`config.mk`:
```
export PLATFORM = sky130hd
export DESIGN_NAME = fdc_controller_flat
export DESIGN_NICKNAME = d
export VERILOG_FILES = /design/src/source/fdc_pkg.sv /design/src/source/fdc_sd_if.sv /design/src/source/fdc_controller.sv /design/src/flat_wrapper.sv
export VERILOG_INCLUDE_DIRS = /design/src /design/src/source
export SDC_FILE = /design/constraint.sdc
export NUM_CORES = 1
export LEC_CHECK = 0
export ABC_CLOCK_PERIOD_IN_PS = 4440
export BUFFER_PORTS_ARGS = -buffer_cell sky130_fd_sc_hd__buf_2
export CAP_MARGIN = 30
export CORE_UTILIZATION = 23
export DETAILED_ROUTE_END_ITERATION = 16
export PLACE_DENSITY_LB_ADDON = 0.3
export SLEW_MARGIN = 25
export SYNTH_ARGS = -nofsm -noshare
export SYNTH_HDL_FRONTEND = slang
export SYNTH_SLANG_ARGS = --single-unit
```
`constraint.sdc`:
```
create_clock -name clk_sys -period 4.44 [get_ports clk_sys]
set_clock_uncertainty 0.05 [all_clocks]
set_input_delay 0.444 -clock clk_sys [delete_from_list [all_inputs] [get_ports clk_sys]]
set_output_delay 0.444 -clock clk_sys [all_outputs]
set_load 0.01 [all_outputs]
```
`src/source/fdc_cfg.svh`:
```
`ifndef FDC_CFG_SVH
`define FDC_CFG_SVH

// disk information block offsets
`define FDC_HDR_TRACKS       8'h30
`define FDC_HDR_SIDES        8'h31
`define FDC_HDR_TRACK_SIZE   8'h33	// high byte of track size
`define FDC_HDR_TABLE        8'h34	// edsk track size table

// track information block offsets
`define FDC_TI_SECTOR_COUNT  8'h15
`define FDC_TI_SECTOR_LIST   8'h18	// 8 bytes per entry

// result status codes
`define FDC_ST0_SEEK_OK      8'h20
`define FDC_ST0_SEEK_ERR     8'hE8
`define FDC_ST0_ABNORMAL     8'h40
`define FDC_ST0_NO_SIDE      8'h48
`define FDC_ST0_INVALID      8'h80
`define FDC_ST1_NOT_READY    8'h05

// sizes
`define FDC_TRACK_SLOTS      256
`define FDC_ACK_SYNC_DEPTH   6
`define FDC_BUF_BYTES        1024

`endif
```
`src/source/fdc_pkg.sv`:
```
`default_nettype none

package fdc_pkg;

	typedef logic [7:0]  byte_t;
	typedef logic [15:0] track_off_t;	// 256-byte units, zero = no track

	// ========================================================================
	// command engine
	// ========================================================================
	typedef enum logic [4:0] {
		ST_IDLE,
		ST_SIS_ST0,		// sense interrupt status results
		ST_SIS_PCN,
		ST_SDS_PARAM,		// sense drive status
		ST_SDS_RESULT,
		ST_SPECIFY1,
		ST_SPECIFY2,
		ST_RECAL,
		ST_SEEK_HEAD,
		ST_SEEK_CYL,
		ST_RID_PARAM,		// read id
		ST_RID_LOOKUP,
		ST_RID_FETCH,
		ST_RID_COUNT,
		ST_RID_WALK,
		ST_RID_RESULT,
		ST_INVALID
	} fdc_state_t;

	typedef enum logic [2:0] {
		CMD_SPECIFY,
		CMD_RECALIBRATE,
		CMD_SEEK,
		CMD_SENSE_INT,
		CMD_SENSE_DRIVE,
		CMD_READ_ID,
		CMD_INVALID
	} fdc_cmd_t;

	// image header walk
	typedef enum logic [1:0] {
		SCAN_IDLE,
		SCAN_FETCH,
		SCAN_PARSE,
		SCAN_STORE
	} scan_state_t;

	// top address bit of the sector buffer
	typedef enum logic {
		SD_TRACKINFO = 1'b0,
		SD_SECTOR    = 1'b1
	} sd_region_t;

endpackage

`default_nettype wire

```
`src/source/fdc_sd_if.sv`:
```
`default_nettype none

// block fetch request plus buffer read-back
interface fdc_sd_if
	import fdc_pkg::*;
();

	logic       req;		// one-cycle pulse, only while busy is low
	sd_region_t region;
	logic [31:0] lba;
	logic [8:0] buf_addr;
	byte_t      buf_data;	// one cycle behind buf_addr
	logic       busy;

	modport client (
		output req, region, lba, buf_addr,
		input  buf_data, busy
	);

	modport fetch (
		input  req, region, lba, buf_addr,
		output buf_data, busy
	);

endinterface

`default_nettype wire

```
`src/source/fdc_controller.sv`:
```
`default_nettype none
`include "fdc_cfg.svh"

module fdc_controller
	import fdc_pkg::*;
(
	input  logic       clk_sys,
	input  logic       rst,
	input  logic       ready,
	input  logic       data_wr,
	input  logic       data_rd,
	input  logic       msr_rd,
	input  byte_t      wr_byte,
	output logic       rd_load,
	output byte_t      rd_byte,
	input  logic       image_ready,
	input  logic       image_sides,
	input  byte_t      image_tracks,
	output logic [7:0] tab_addr,
	input  track_off_t tab_data,
	fdc_sd_if.client   sd
);

	fdc_state_t state;
	fdc_cmd_t cmd;
	byte_t st0;
	byte_t st1;
	byte_t st3;
	byte_t m_status;
	byte_t pcn;		// present cylinder
	byte_t sec_idx;		// next sector in rotation
	byte_t sec_c;
	byte_t sec_h;
	byte_t sec_r;
	byte_t sec_n;
	byte_t reply;
	logic hds;
	logic ds0;
	logic int_pend;
	logic [2:0] res_idx;
	logic [2:0] walk_cnt;
	logic [8:0] sd_addr;

	function automatic fdc_cmd_t decode_cmd(input byte_t op);
		casez (op)
			8'b0000_0011: return CMD_SPECIFY;
			8'b0000_0111: return CMD_RECALIBRATE;
			8'b0000_1111: return CMD_SEEK;
			8'b0000_1000: return CMD_SENSE_INT;
			8'b0000_0100: return CMD_SENSE_DRIVE;
			8'b0?00_1010: return CMD_READ_ID;	// mfm bit ignored
			default:      return CMD_INVALID;
		endcase
	endfunction

	assign cmd = decode_cmd(wr_byte);

	// ========================================================================
	// status registers and host reply
	// ========================================================================
	assign st3 = {1'b0, ~image_ready, image_ready, (pcn == 8'd0), 4'b0000};

	always_comb begin
		m_status = 8'h00;
		m_status[7] = !(state inside {ST_RID_LOOKUP, ST_RID_FETCH, ST_RID_COUNT,
			ST_RID_WALK});		// rqm
		m_status[6] = state inside {ST_SIS_ST0, ST_SIS_PCN, ST_SDS_RESULT,
			ST_RID_RESULT, ST_INVALID};	// dio
		m_status[4] = (state != ST_IDLE);	// busy
	end

	always_comb begin
		case (state)
			ST_SIS_ST0:    reply = st0;
			ST_SIS_PCN:    reply = pcn;
			ST_SDS_RESULT: reply = ds0 ? 8'h01 : st3;	// only drive 0 exists
			ST_INVALID:    reply = `FDC_ST0_INVALID;
			ST_RID_RESULT:
				case (res_idx)
					3'd0:    reply = {st0[7:3], hds, st0[1:0]};
					3'd1:    reply = st1;
					3'd2:    reply = 8'h00;
					3'd3:    reply = sec_c;
					3'd4:    reply = sec_h;
					3'd5:    reply = sec_r;
					default: reply = sec_n;
				endcase
			default:       reply = 8'hFF;
		endcase
	end

	assign rd_load = data_rd | msr_rd;
	assign rd_byte = msr_rd ? m_status : reply;

	// track info fetch
	assign sd.req      = (state == ST_RID_FETCH) && (tab_data != '0) && !sd.busy;
	assign sd.region   = SD_TRACKINFO;
	assign sd.lba      = {17'd0, tab_data[15:1]};
	assign sd.buf_addr = sd_addr;

	// ========================================================================
	// command FSM
	// ========================================================================
	always_ff @(posedge clk_sys) begin
		if (rst) begin
			state    <= ST_IDLE;
			int_pend <= 1'b0;
			pcn      <= '0;
			sec_idx  <= '0;
			st0      <= '0;
			st1      <= '0;
			hds      <= 1'b0;
			ds0      <= 1'b0;
			res_idx  <= '0;
			walk_cnt <= '0;
		end else begin
			if (!image_ready)
				sec_idx <= '0;		// new image, rotation restarts
			case (state)
				ST_IDLE:
					if (data_wr) begin
						int_pend <= 1'b0;
						case (cmd)
							CMD_SPECIFY:     state <= ST_SPECIFY1;
							CMD_RECALIBRATE: state <= ST_RECAL;
							CMD_SEEK:        state <= ST_SEEK_HEAD;
							CMD_SENSE_INT:   state <= int_pend ? ST_SIS_ST0 : ST_INVALID;
							CMD_SENSE_DRIVE: state <= ST_SDS_PARAM;
							CMD_READ_ID:     state <= ST_RID_PARAM;
							default:         state <= ST_INVALID;
						endcase
					end
				ST_SIS_ST0:  if (data_rd) state <= ST_SIS_PCN;
				ST_SIS_PCN:  if (data_rd) state <= ST_IDLE;
				ST_SDS_PARAM:
					if (data_wr) begin
						ds0   <= wr_byte[0];
						state <= ST_SDS_RESULT;
					end
				ST_SDS_RESULT: if (data_rd) state <= ST_IDLE;
				ST_SPECIFY1: if (data_wr) state <= ST_SPECIFY2;	// step rates unused
				ST_SPECIFY2: if (data_wr) state <= ST_IDLE;
				ST_RECAL:
					if (data_wr) begin
						pcn      <= '0;
						st0      <= `FDC_ST0_SEEK_OK;
						int_pend <= 1'b1;
						sec_idx  <= '0;
						state    <= ST_IDLE;
					end
				ST_SEEK_HEAD:
					if (data_wr) begin
						hds   <= wr_byte[2];
						state <= ST_SEEK_CYL;
					end
				ST_SEEK_CYL:
					if (data_wr) begin
						if ((ready && image_ready && wr_byte < image_tracks) || wr_byte == 8'd0) begin
							pcn <= wr_byte;
							st0 <= `FDC_ST0_SEEK_OK;
						end else begin
							st0 <= `FDC_ST0_SEEK_ERR;	// cylinder kept
						end
						int_pend <= 1'b1;
						sec_idx  <= '0;
						state    <= ST_IDLE;
					end
				ST_RID_PARAM:
					if (data_wr) begin
						hds     <= wr_byte[2];
						res_idx <= '0;
						if (!ready || !image_ready) begin
							st0   <= `FDC_ST0_ABNORMAL;
							st1   <= `FDC_ST1_NOT_READY;
							state <= ST_RID_RESULT;
						end else if (wr_byte[2] && !image_sides) begin
							st0   <= `FDC_ST0_NO_SIDE;
							st1   <= '0;
							state <= ST_RID_RESULT;
						end else begin
							tab_addr <= (pcn << image_sides) + {7'd0, wr_byte[2]};
							state    <= ST_RID_LOOKUP;
						end
					end
				ST_RID_LOOKUP: state <= ST_RID_FETCH;	// table read latency
				ST_RID_FETCH:
					if (tab_data == '0) begin
						st0   <= `FDC_ST0_ABNORMAL;	// track missing in image
						st1   <= `FDC_ST1_NOT_READY;
						state <= ST_RID_RESULT;
					end else if (!sd.busy) begin
						sd_addr <= {tab_data[0], `FDC_TI_SECTOR_COUNT};
						state   <= ST_RID_COUNT;
					end
				ST_RID_COUNT:
					if (!sd.busy) begin
						sd_addr[7:0] <= `FDC_TI_SECTOR_LIST + {sec_idx[4:0], 3'b000};
						sec_idx  <= (sec_idx == sd.buf_data - 8'd1) ? 8'd0 : sec_idx + 8'd1;
						walk_cnt <= '0;
						state    <= ST_RID_WALK;
					end
				ST_RID_WALK: begin
					sd_addr  <= sd_addr + 9'd1;
					walk_cnt <= walk_cnt + 3'd1;
					case (walk_cnt)	// data trails the address by one
						3'd1: sec_c <= sd.buf_data;
						3'd2: sec_h <= sd.buf_data;
						3'd3: sec_r <= sd.buf_data;
						3'd4: begin
							sec_n <= sd.buf_data;
							st0   <= '0;
							st1   <= '0;
							state <= ST_RID_RESULT;
						end
						default: ;
					endcase
				end
				ST_RID_RESULT:
					if (data_rd) begin
						res_idx <= res_idx + 3'd1;
						if (res_idx == 3'd6)
							state <= ST_IDLE;
					end
				ST_INVALID: if (data_rd) state <= ST_IDLE;
				default: state <= ST_IDLE;
			endcase
		end
	end

endmodule

`default_nettype wire

```
`src/flat_wrapper.sv`:
```
// flat-port wrapper written by rule: the top's interface ports become plain ports
module fdc_controller_flat import fdc_pkg::*;
  (clk_sys, rst, ready, data_wr, data_rd, msr_rd, wr_byte, rd_load, rd_byte, image_ready, image_sides, image_tracks, tab_addr, tab_data, sd_req, sd_region, sd_lba, sd_buf_addr, sd_buf_data, sd_busy);
  fdc_sd_if sd_i ();
  input  logic clk_sys;
  input  logic rst;
  input  logic ready;
  input  logic data_wr;
  input  logic data_rd;
  input  logic msr_rd;
  input  byte_t wr_byte;
  output logic rd_load;
  output byte_t rd_byte;
  input  logic image_ready;
  input  logic image_sides;
  input  byte_t image_tracks;
  output logic [7:0] tab_addr;
  input  track_off_t tab_data;
  output wire logic [$bits(sd_i.req)-1:0] sd_req;
  output wire logic [$bits(sd_i.region)-1:0] sd_region;
  output wire logic [$bits(sd_i.lba)-1:0] sd_lba;
  output wire logic [$bits(sd_i.buf_addr)-1:0] sd_buf_addr;
  input wire logic [$bits(sd_i.buf_data)-1:0] sd_buf_data;
  input wire logic [$bits(sd_i.busy)-1:0] sd_busy;
  assign sd_req = sd_i.req;
  assign sd_region = sd_i.region;
  assign sd_lba = sd_i.lba;
  assign sd_buf_addr = sd_i.buf_addr;
  assign sd_i.buf_data = sd_buf_data;
  assign sd_i.busy = sd_busy;
  fdc_controller u_core (.clk_sys(clk_sys), .rst(rst), .ready(ready), .data_wr(data_wr), .data_rd(data_rd), .msr_rd(msr_rd), .wr_byte(wr_byte), .rd_load(rd_load), .rd_byte(rd_byte), .image_ready(image_ready), .image_sides(image_sides), .image_tracks(image_tracks), .tab_addr(tab_addr), .tab_data(tab_data), .sd(sd_i));
endmodule
```
Word level (Yosys, flattened, before mapping)
Index checks and enable logic that the tools add are counted.
{ "totals": {"output_inout_bits": 60, "input_bits": 49, "word_cells": 200, "ff_bits": 95} }
{ "op_classes": {"n_mux": 60, "n_addsub": 7, "n_shift": 1, "n_eq_ne": 59, "reduce_logical": 50, "n_bitwise": 5, "magnitude_cmp": 1} }
{ "op_table": {"columns": ["operator", "count"], "rows": [
  ["$mux 8", 21],
  ["$mux 5", 16],
  ["$pmux 8 s5", 2],
  ["$pmux 5 s13", 1],
  ["$pmux 8 s3", 2],
  ["$pmux 8 s6", 1],
  ["$eq 5x4->1 const B", 8],
  ["$pmux 8 s2", 2],
  ["$ne 2x2->1 const B", 15],
  ["$pmux 5 s6", 1],
  ["$eq 5x3->1 const B", 4],
  ["$eq 3x2->1 const B", 6],
  ["$eq 3x3->1 const B", 6],
  ["$mux 9", 2],
  ["$pmux 3 s6", 1],
  ["$reduce_and 3->1", 6],
  ["$eq 8x3->1 const B", 2],
  ["$eq 8x4->1 const B", 2],
  ["$logic_not 16->1", 1],
  ["$logic_not 8->1", 2],
  ["$reduce_bool 16->1", 1],
  ["$reduce_and 5->1", 3],
  ["$reduce_bool 5->1", 3],
  ["$reduce_and 13->1", 1],
  ["38 further kinds", 74]
]} }

Depth between registers and ports, before layout
Gate-level depths: netlist of run 1.
{ "depth": {"word_depth": 6, "ltp_mapped": 11} }

Worst setup path before layout of run 1
Ideal clock, no wire load.
{ "synth_path": {"path_type": "flip-flop to flip-flop", "from": "register u_core.state[2]", "to": "register u_core.sec_h[0], enable pin", "required_ps": 3992, "arrival_time_ps": 2277, "path_stages_with_launch": 8, "path_buffers": 3, "setup_slack_ps": 1715, "path_cell_list": "dfxtp_1 -> buf_4 -> buf_4 -> inv_1 -> nor2_1 -> nand2_1 -> buf_2 -> nor4b_1"} }
{ "synth_via": {"elab_chain_cells": 2} }
{ "synth_lines": {"columns": ["item", "line_no", "source"], "rows": [
  ["start, declared", "fdc_controller.sv:24", "fdc_state_t state;"],
  ["start signal, assigned", "fdc_controller.sv:127", "CMD_SENSE_INT: state <= int_pend ? ST_SIS_ST0 : ST_INVALID;"],
  ["$eq 5x4->1", "fdc_controller.sv:119", "case (state)"],
  ["$reduce_and 3->1 (no line)", null, null],
  ["end signal, assigned", "fdc_controller.sv:207", "3'd2: sec_h <= sd.buf_data;"],
  ["end, declared", "fdc_controller.sv:33", "byte_t sec_h;"]
]} }
No other way between the ends.
A chain may end at the register's enable or synchronous reset.

Worst setup path in the final report of run 1
{ "layout_path": {"from": "register u_core.res_idx[2]", "to": "output rd_byte[0]"} }
{ "layout_via": {"elab_chain_cells": 4, "word_cells_on_any_way": 9} }
{ "layout_lines": {"columns": ["item", "line_no", "source"], "rows": [
  ["start, declared", "fdc_controller.sv:40", "logic [2:0] res_idx;"],
  ["start signal, assigned", "fdc_controller.sv:220", "res_idx <= res_idx + 3'd1;"],
  ["$eq 3x3->1 (tied with other cells)", "fdc_controller.sv:79", "case (res_idx)"],
  ["$pmux 8 s6 *", "fdc_controller.sv:79", null],
  ["$pmux 8 s5 *", "fdc_controller.sv:73", "case (state)"],
  ["$mux 8 *", "fdc_controller.sv:93", "assign rd_byte = msr_rd ? m_status : reply;"],
  ["end, declared", "flat_wrapper.sv:13", "output byte_t rd_byte;"]
]} }
Every way passes the cells marked *; elsewhere a longest branch is shown, timed or not.

==> results_dict.tcl, run 1 <==
set metrics [dict create \
    clockBufferDepth 2 \
    routed_wl_mm 15.5 \
    routabilityCongestion 0.836 \
    ff2ff_path_depth 6 \
    reg2reg_from "u_core.state[0]$_SDFFE_PP0P_" \
    final_core_util 0.269 \
    postRouteAntennaNets 0 \
    postSynth.topFlopCell "sky130_fd_sc_hd__edfxtp_1" \
    initial_core_util 0.236 \
    globalRoute.totalOverflow 0 \
    die_w_um 160 \
    hold_slack_ns 0.338 \
    setup.reg_to_reg.worst_slack_ns 1.47 \
    tritoncts "yes" \
    antennaDiodeCount 0 \
    fp.coreArea_um2 24500 \
    proportion_of_synthesized_chip_area_in_sequential_cells 0.377 \
    yosysWarningCount 0 \
    finalSetupViolCount 0 \
    max_clock_freq_mhz 280 \
    class_of_the_most_critical_hold_timing_path "primary input to flip-flop" \
    worst-endpoint-required_ns 3.95 \
    timing.final.max_slew_violations 0 \
    outcome "finished clean" \
    worst_hold_launch "sd_buf_data[7]" \
    period_needed_ns 3.57 \
    cts_resized 0 \
    layout-drive-gt1-share 0.206 \
    critical_path.reg2reg.endpoint "u_core.pcn[3]$_SDFFE_PP0P_" \
    synth-edff-count 49 \
    clock-sinks 84 \
    grt_start_max_net_pins 39 \
    insertion_delay_ns 0.35 \
    fillers 2577 \
    place_hpwl_mm 11.8 \
    crit_type "flip-flop to output pin" \
    area.growth.synth_to_final_pct 14.1 \
    power_per_cell_area_nw_per_um2 340 \
    via_count_of_the_first_global_routing_pass 4517 \
    placement_rows 57 \
    cts_setup_buffers 0 \
    multi_input_area_um2 3100 \
    initial_antenna_violation_count 0 \
    grt_pass1_wl_mm 25.0 \
    finalNetCount 759 \
    synth-seq-cells 84 \
    rsz0062_at_grt "false" \
    crit_path_max_fanout 12 \
    cts-root-buf "sky130_fd_sc_hd__clkbuf_16" \
    drt_iter0_markers 470 \
    vias_per_cell 4.67 \
    numPortBuffers 90 \
    cts_max_level 3 \
    timing.max_slew.rel_slack 0.362 \
    clkSlewWorstSetupHoldPaths_ns 0.06 \
    worst-slew-pin-transition_ns 0.955 \
    ctsHoldBuffers 0 \
    detailedRoute.firstPassIterationCount 5 \
    synth_area_per_cell_um2 9.14 \
    num_io_pins 109 \
    tritoncts.num_buffers 9 \
    die_area_um2 25700 \
    worst_setup_path_start_kind "flip-flop" \
    share_of_the_clock_period_used_by_the_worst_path 0.803 \
    setup_slack_ns 0.873 \
    totalNegativeSetupSlack_ns 0 \
    hold-path-cell-count 1 \
    synth_cell_type_count 81 \
    cp.arrival_ns 3.07 \
    worst_ir_drop_vdd_mv 0.159 \
    grt_use_total 0.123 \
    hold_violations 0 \
    synth_area_um2 5770 \
    pre_cts_slack_ns 1.30 \
    vertical_extent_of_the_die_um 160 \
    vias 4731 \
    syn_inst 631 \
    hold_path_end "u_core.sec_r[7]$_DFFE_PP_" \
    drcViolationCount 0 \
    regArea_um2 2170 \
    wl_per_cell_um 15.3 \
    max_cap_violation_count 0 \
    crit_path_end_kind "output pin" \
    synthArstFlopShare 0 \
    power.static_leakage_nw 2.45 \
]
## critical path, stage by stage, from the launching register on
cell and delay (ns):
sky130_fd_sc_hd__dfxtp_1 0.55, sky130_fd_sc_hd__inv_1 0.20, sky130_fd_sc_hd__ha_1 0.38, sky130_fd_sc_hd__a2111oi_4 0.56
sky130_fd_sc_hd__a31oi_1 0.12, sky130_fd_sc_hd__a221oi_1 0.30, sky130_fd_sc_hd__a221oi_1 0.09, sky130_fd_sc_hd__a21oi_1 0.33
sky130_fd_sc_hd__buf_2 0.20
## flip-flops by register name, summed over array words and instances (netlist names), 3 cells and up
register	cells
u_core.sd.buf_addr	9
u_core.pcn	8
u_core.sec_c	8
u_core.sec_h	8
u_core.sec_idx	8
u_core.sec_n	8
u_core.sec_r	8
u_core.tab_addr	8
u_core.state	5
u_core.st0	4
u_core.res_idx	3
u_core.walk_cnt	3
## cell type report
cell class              instances  share of cell area
multi-input cells             462               0.471
flip-flops and latches         84               0.330
repair buffers                 94              0.0730
well taps                     324              0.0616
clock buffers                   9              0.0342
inverters                      34              0.0194
clock inverters                 7              0.0110
## routing by layer
metal | GRT usage | up-vias | part of all wire
met5 | 0 | - | 0
met1 | 0.172 | 2216 | 0.50
met4 | 0.0320 | 0 | 0.012
met2 | 0.191 | 133 | 0.45
li1 | - | 2366 | -
met3 | 0.0240 | 16 | 0.044
## metrics by stage
step	cell area [µm²]	total power, mW	std cells
final	6580	2.24	1014
after global routing	6580	2.35	1014
after CTS	6580	2.26	1014
after detailed placement	6280	1.48	998
after global placement	6280	1.49	998
after floorplan	5830	1.34	648
## cells in the mapped netlist (all sizes together) (10+ instances only)
cell    number  area share
nor2        54       0.036
buf         52       0.066
edfxtp      49        0.26
nand2       48       0.031
a21oi       46       0.041
dfxtp       35        0.12
inv         34       0.022
ha          25       0.054
o21ai       25       0.022
nor3        21       0.022
nand3       17       0.016
clkbuf      16       0.010
and2        14       0.015
nor4        14       0.016
xnor2       13       0.020
a211oi      12       0.016
xor2        12       0.018
mux2i       11       0.019
nor2b       11       0.012
nand2b      10       0.011
## logic make-up (layout without fill, tap and decap cells)
kind of cell	after synthesis	in the layout	share of synthesized area
AOI/OAI and AO/OA	148	148	0.184
DFF	84	84	0.377
buffers and inverters	102	144	0.0983
muxes	18	18	0.0347
xor gates and xnor gates	25	25	0.0380
other	1	18	0.000650
adders and majority gates	25	25	0.0542
and+or+nand+nor	228	228	0.213
## worst max path at each step
stage          slack [ns]                      startpoint  cells after the start                   endpoint
3_5_place_dp         1.30    u_core.state[2]$_SDFFE_PP0P_                      4  u_core.sec_r[5]$_DFFE_PP_
4_1_cts              0.91  u_core.res_idx[2]$_SDFFE_PP0P_                      8                 rd_byte[0]
5_1_grt              0.68  u_core.res_idx[2]$_SDFFE_PP0P_                      8                 rd_byte[0]
3_3_place_gp         1.35  u_core.res_idx[2]$_SDFFE_PP0P_                      8                 rd_byte[0]
2_1_floorplan        1.72    u_core.state[2]$_SDFFE_PP0P_                      7  u_core.sec_h[0]$_DFFE_PP_
6_report             0.87  u_core.res_idx[2]$_SDFFE_PP0P_                      8                 rd_byte[0]
## layout by cell type, fill, tap and decap left out, drive strengths merged, types with 11 or more instances in the layout
cell | netlist | routed
nor2 | 54 | 54
mux2i | 11 | 11
o21ai | 25 | 25
a21oi | 46 | 46
conb | 1 | 18
buf | 52 | 94
xnor2 | 13 | 13
dfxtp | 35 | 35
nand3 | 17 | 17
a211oi | 12 | 12
nor4 | 14 | 14
inv | 34 | 37
edfxtp | 49 | 49
and2 | 14 | 14
ha | 25 | 25
nor3 | 21 | 21
nor2b | 11 | 11
nand2 | 48 | 48
xor2 | 12 | 12
## power breakdown
part	total (mW)	internal (mW)	switching, mW
Clock	0.772	0.439	0.332
Combinational	0.551	0.219	0.332
Sequential	0.917	0.845	0.0715
Note: power is estimated with default switching activity, not from simulation.
==> inputs of run 2 (changes only) <==
--- a/config.mk
+++ b/config.mk
@@ -6,7 +6,7 @@
 export SDC_FILE = /design/constraint.sdc
 export NUM_CORES = 1
 export LEC_CHECK = 0
-export ABC_CLOCK_PERIOD_IN_PS = 4440
+export ABC_CLOCK_PERIOD_IN_PS = 3600
 export BUFFER_PORTS_ARGS = -buffer_cell sky130_fd_sc_hd__buf_2
 export CAP_MARGIN = 30
 export CORE_UTILIZATION = 23
==> constraint.sdc (replaced) <==
create_clock -name clk_sys -period 3.6 [get_ports clk_sys]
set_clock_uncertainty 0.05 [all_clocks]
set_input_delay 0.36 -clock clk_sys [delete_from_list [all_inputs] [get_ports clk_sys]]
set_output_delay 0.36 -clock clk_sys [all_outputs]
set_load 0.01 [all_outputs]
==> run 2 against run 1 <==
  * Non-clock buffer count grew 8
  * Die area is the same
  * First-iteration DRC count grew 2.1%
  * Highest routed layer unchanged
  * Critical path depth shrank 1
  * Utilization grew 0.25 points
  * Register-to-register slack lost 0.72 ns
  * Cell area grew 0.93%
  * Global-route usage is essentially flat
  * Final cell count grew 0.79%
==> results_dict.tcl, run 2 (synthesized netlist as in run 1, its figures left out) <==
set metrics [dict create \
    routabilityCongestion 0.837 \
    ff2ff_path_depth 6 \
    max_clock_freq_mhz 310 \
    hold_violations 0 \
    power_mw 2.80 \
    area.growth.synth_to_final_pct 15.2 \
    layout-drive-gt1-share 0.215 \
    finalNetCount 767 \
    fin_cells 1022 \
    startpoint "u_core.state[1]$_SDFFE_PP0P_" \
    placement_rows 57 \
    share_of_the_clock_period_used_by_the_worst_path 0.897 \
    clock-sinks 84 \
    vias 4772 \
    numPortBuffers 90 \
    fp.coreArea_um2 24500 \
    worst_ir_drop_vdd_mv 0.189 \
    outcome "finished clean" \
    postRouteAntennaNets 0 \
    cts_resized 0 \
    wl_per_cell_um 15.3 \
    routed_wl_mm 15.7 \
    drcViolationCount 0 \
    cells_after_dpl 1004 \
    vias_per_cell 4.67 \
    mostFrequentLayoutCells "sky130_fd_sc_hd__buf_2 (90), sky130_fd_sc_hd__nor2_1 (51), sky130_fd_sc_hd__edfxtp_1 (49)" \
    detailedRoute.firstPassIterationCount 5 \
    via_count_of_the_first_global_routing_pass 4388 \
    worst-endpoint-required_ns 3.19 \
    globalRoute.totalOverflow 0 \
    worst_setup_path_start_kind "flip-flop" \
    setup.reg_to_reg.worst_slack_ns 0.75 \
    crit_path_cell_trace "nor2b_1, o21ai_0, nand3_1, o21a_1, o221a_1, a31oi_1, buf_2" \
    crit_path_max_fanout 21 \
    fillers 2620 \
    reg2reg_from "u_core.state[3]$_SDFFE_PP0P_" \
    max_reg_flops 9 \
    worst-slew-pin-transition_ns 0.791 \
    clkSlewWorstSetupHoldPaths_ns 0.07 \
    period_needed_ns 3.23 \
    power_per_cell_area_nw_per_um2 421 \
    grt_start_max_net_pins 39 \
    critical_path.max_stage_delay_ns 0.81 \
    totalNegativeSetupSlack_ns 0 \
    final_core_util 0.271 \
    grt_pass1_wl_mm 24.6 \
    clockBufferDepth 2 \
    critical_path.reg2reg.endpoint "u_core.sd.buf_addr[5]$_DFFE_PP_" \
    timing.max_slew.rel_slack 0.472 \
    critical_path.slowest_cell "sky130_fd_sc_hd__dfxtp_1" \
    cts-root-buf "sky130_fd_sc_hd__clkbuf_16" \
    rsz0062_at_grt "false" \
    grt_use_total 0.123 \
    die_w_um 160 \
    tritoncts.num_buffers 9 \
    cts_max_level 3 \
    die_area_um2 25700 \
    class_of_the_most_critical_hold_timing_path "primary input to flip-flop" \
    crit_type "flip-flop to output pin" \
    antennaDiodeCount 0 \
    insertion_delay_ns 0.36 \
    multi_input_area_um2 3090 \
    drt_iter0_markers 480 \
    cp.arrival_ns 2.82 \
    max_cap_violation_count 0 \
    finalSetupViolCount 0 \
    critical_path.endpoint "rd_byte[4]" \
    initial_antenna_violation_count 0 \
    vertical_extent_of_the_die_um 160 \
    place_hpwl_mm 11.8 \
    tritoncts "yes" \
    num_io_pins 109 \
    regArea_um2 2170 \
    power.static_leakage_nw 2.50 \
    final_common_cell "sky130_fd_sc_hd__buf_2" \
    crit_path_end_kind "output pin" \
    initial_core_util 0.236 \
    timing.final.max_slew_violations 0 \
]
==> run 2: cell count changes in the layout (fill, tap and decap cells not counted) <==
cell / before / now
sky130_fd_sc_hd__buf_4: 4 / 12
sky130_fd_sc_hd__clkinv_1: 2 / 1
sky130_fd_sc_hd__clkinv_4: 1 / 0
sky130_fd_sc_hd__clkinvlp_4: 0 / 1
sky130_fd_sc_hd__inv_8: 0 / 1
sky130_fd_sc_hd__nor3b_1: 1 / 2
sky130_fd_sc_hd__nor3b_2: 4 / 3
==> run 2: worst min path at each step <==
stage / endpoint / cells past startpoint / start
after floorplan: u_core.hds$_SDFFE_PP0P_ / 2 / u_core.hds$_SDFFE_PP0P_
after global placement: u_core.sec_idx[7]$_SDFF_PP0_ / 2 / u_core.sec_idx[7]$_SDFF_PP0_
after detailed placement: u_core.sec_idx[7]$_SDFF_PP0_ / 2 / u_core.sec_idx[7]$_SDFF_PP0_
after CTS: u_core.sec_r[6]$_DFFE_PP_ / 1 / sd_buf_data[6]
after global routing: u_core.sec_r[7]$_DFFE_PP_ / 1 / sd_buf_data[7]
final: u_core.sec_r[6]$_DFFE_PP_ / 1 / sd_buf_data[6]
==> run 2: timing repair <==
| action | 4_1_cts | 5_1_grt |
|---|---|---|
| setup endpoints to repair | 0 | 3 |
| hold buffers | 0 | 0 |
| endpoints found under the hold margin | 0 | 0 |
| buffers inserted | 0 | 2 |
==> run 2: layout make-up <==
type / instances / area share
clock buffers: 9 / 0.0339
clock inverters: 7 / 0.0119
inverters: 34 / 0.0192
multi-input cells: 462 / 0.466
flip-flops and latches: 84 / 0.327
well taps: 324 / 0.0610
repair buffers: 102 / 0.0814
==> run 2: routing by layer <==
layer,up-vias,wire length [µm],global-route usage
li1,2380,-,-
met1,2236,7600,0.170
met2,140,7000,0.187
met3,16,843,0.0356
met4,0,201,0.0303
met5,-,0,0
==> run 2: where the power goes <==
group | internal (mW) | switching, mW
combinational | 0.278 | 0.439
clock | 0.548 | 0.425
sequential | 1.04 | 0.0659
total | 1.87 | 0.930
==> run 2: metrics by stage <==
step           area, µm²  setup WS (ns)  hold slack (ns)
6_report            6640          0.371            0.236
5_1_grt             6640         0.0643            0.231
4_1_cts             6630          0.132            0.230
3_5_place_dp        6320          0.510            0.441
3_3_place_gp        6320          0.625            0.428
2_1_floorplan       5830          0.875            0.406
==> run 2: critical path, delay by kind of cell, from the launching register on <==
family	cells	cell delay (ns)
AO/OA/AOI/OAI	4	1.10
flip-flops	1	0.81
buffers and inverters	1	0.19
AND/OR/NAND/NOR	2	0.35
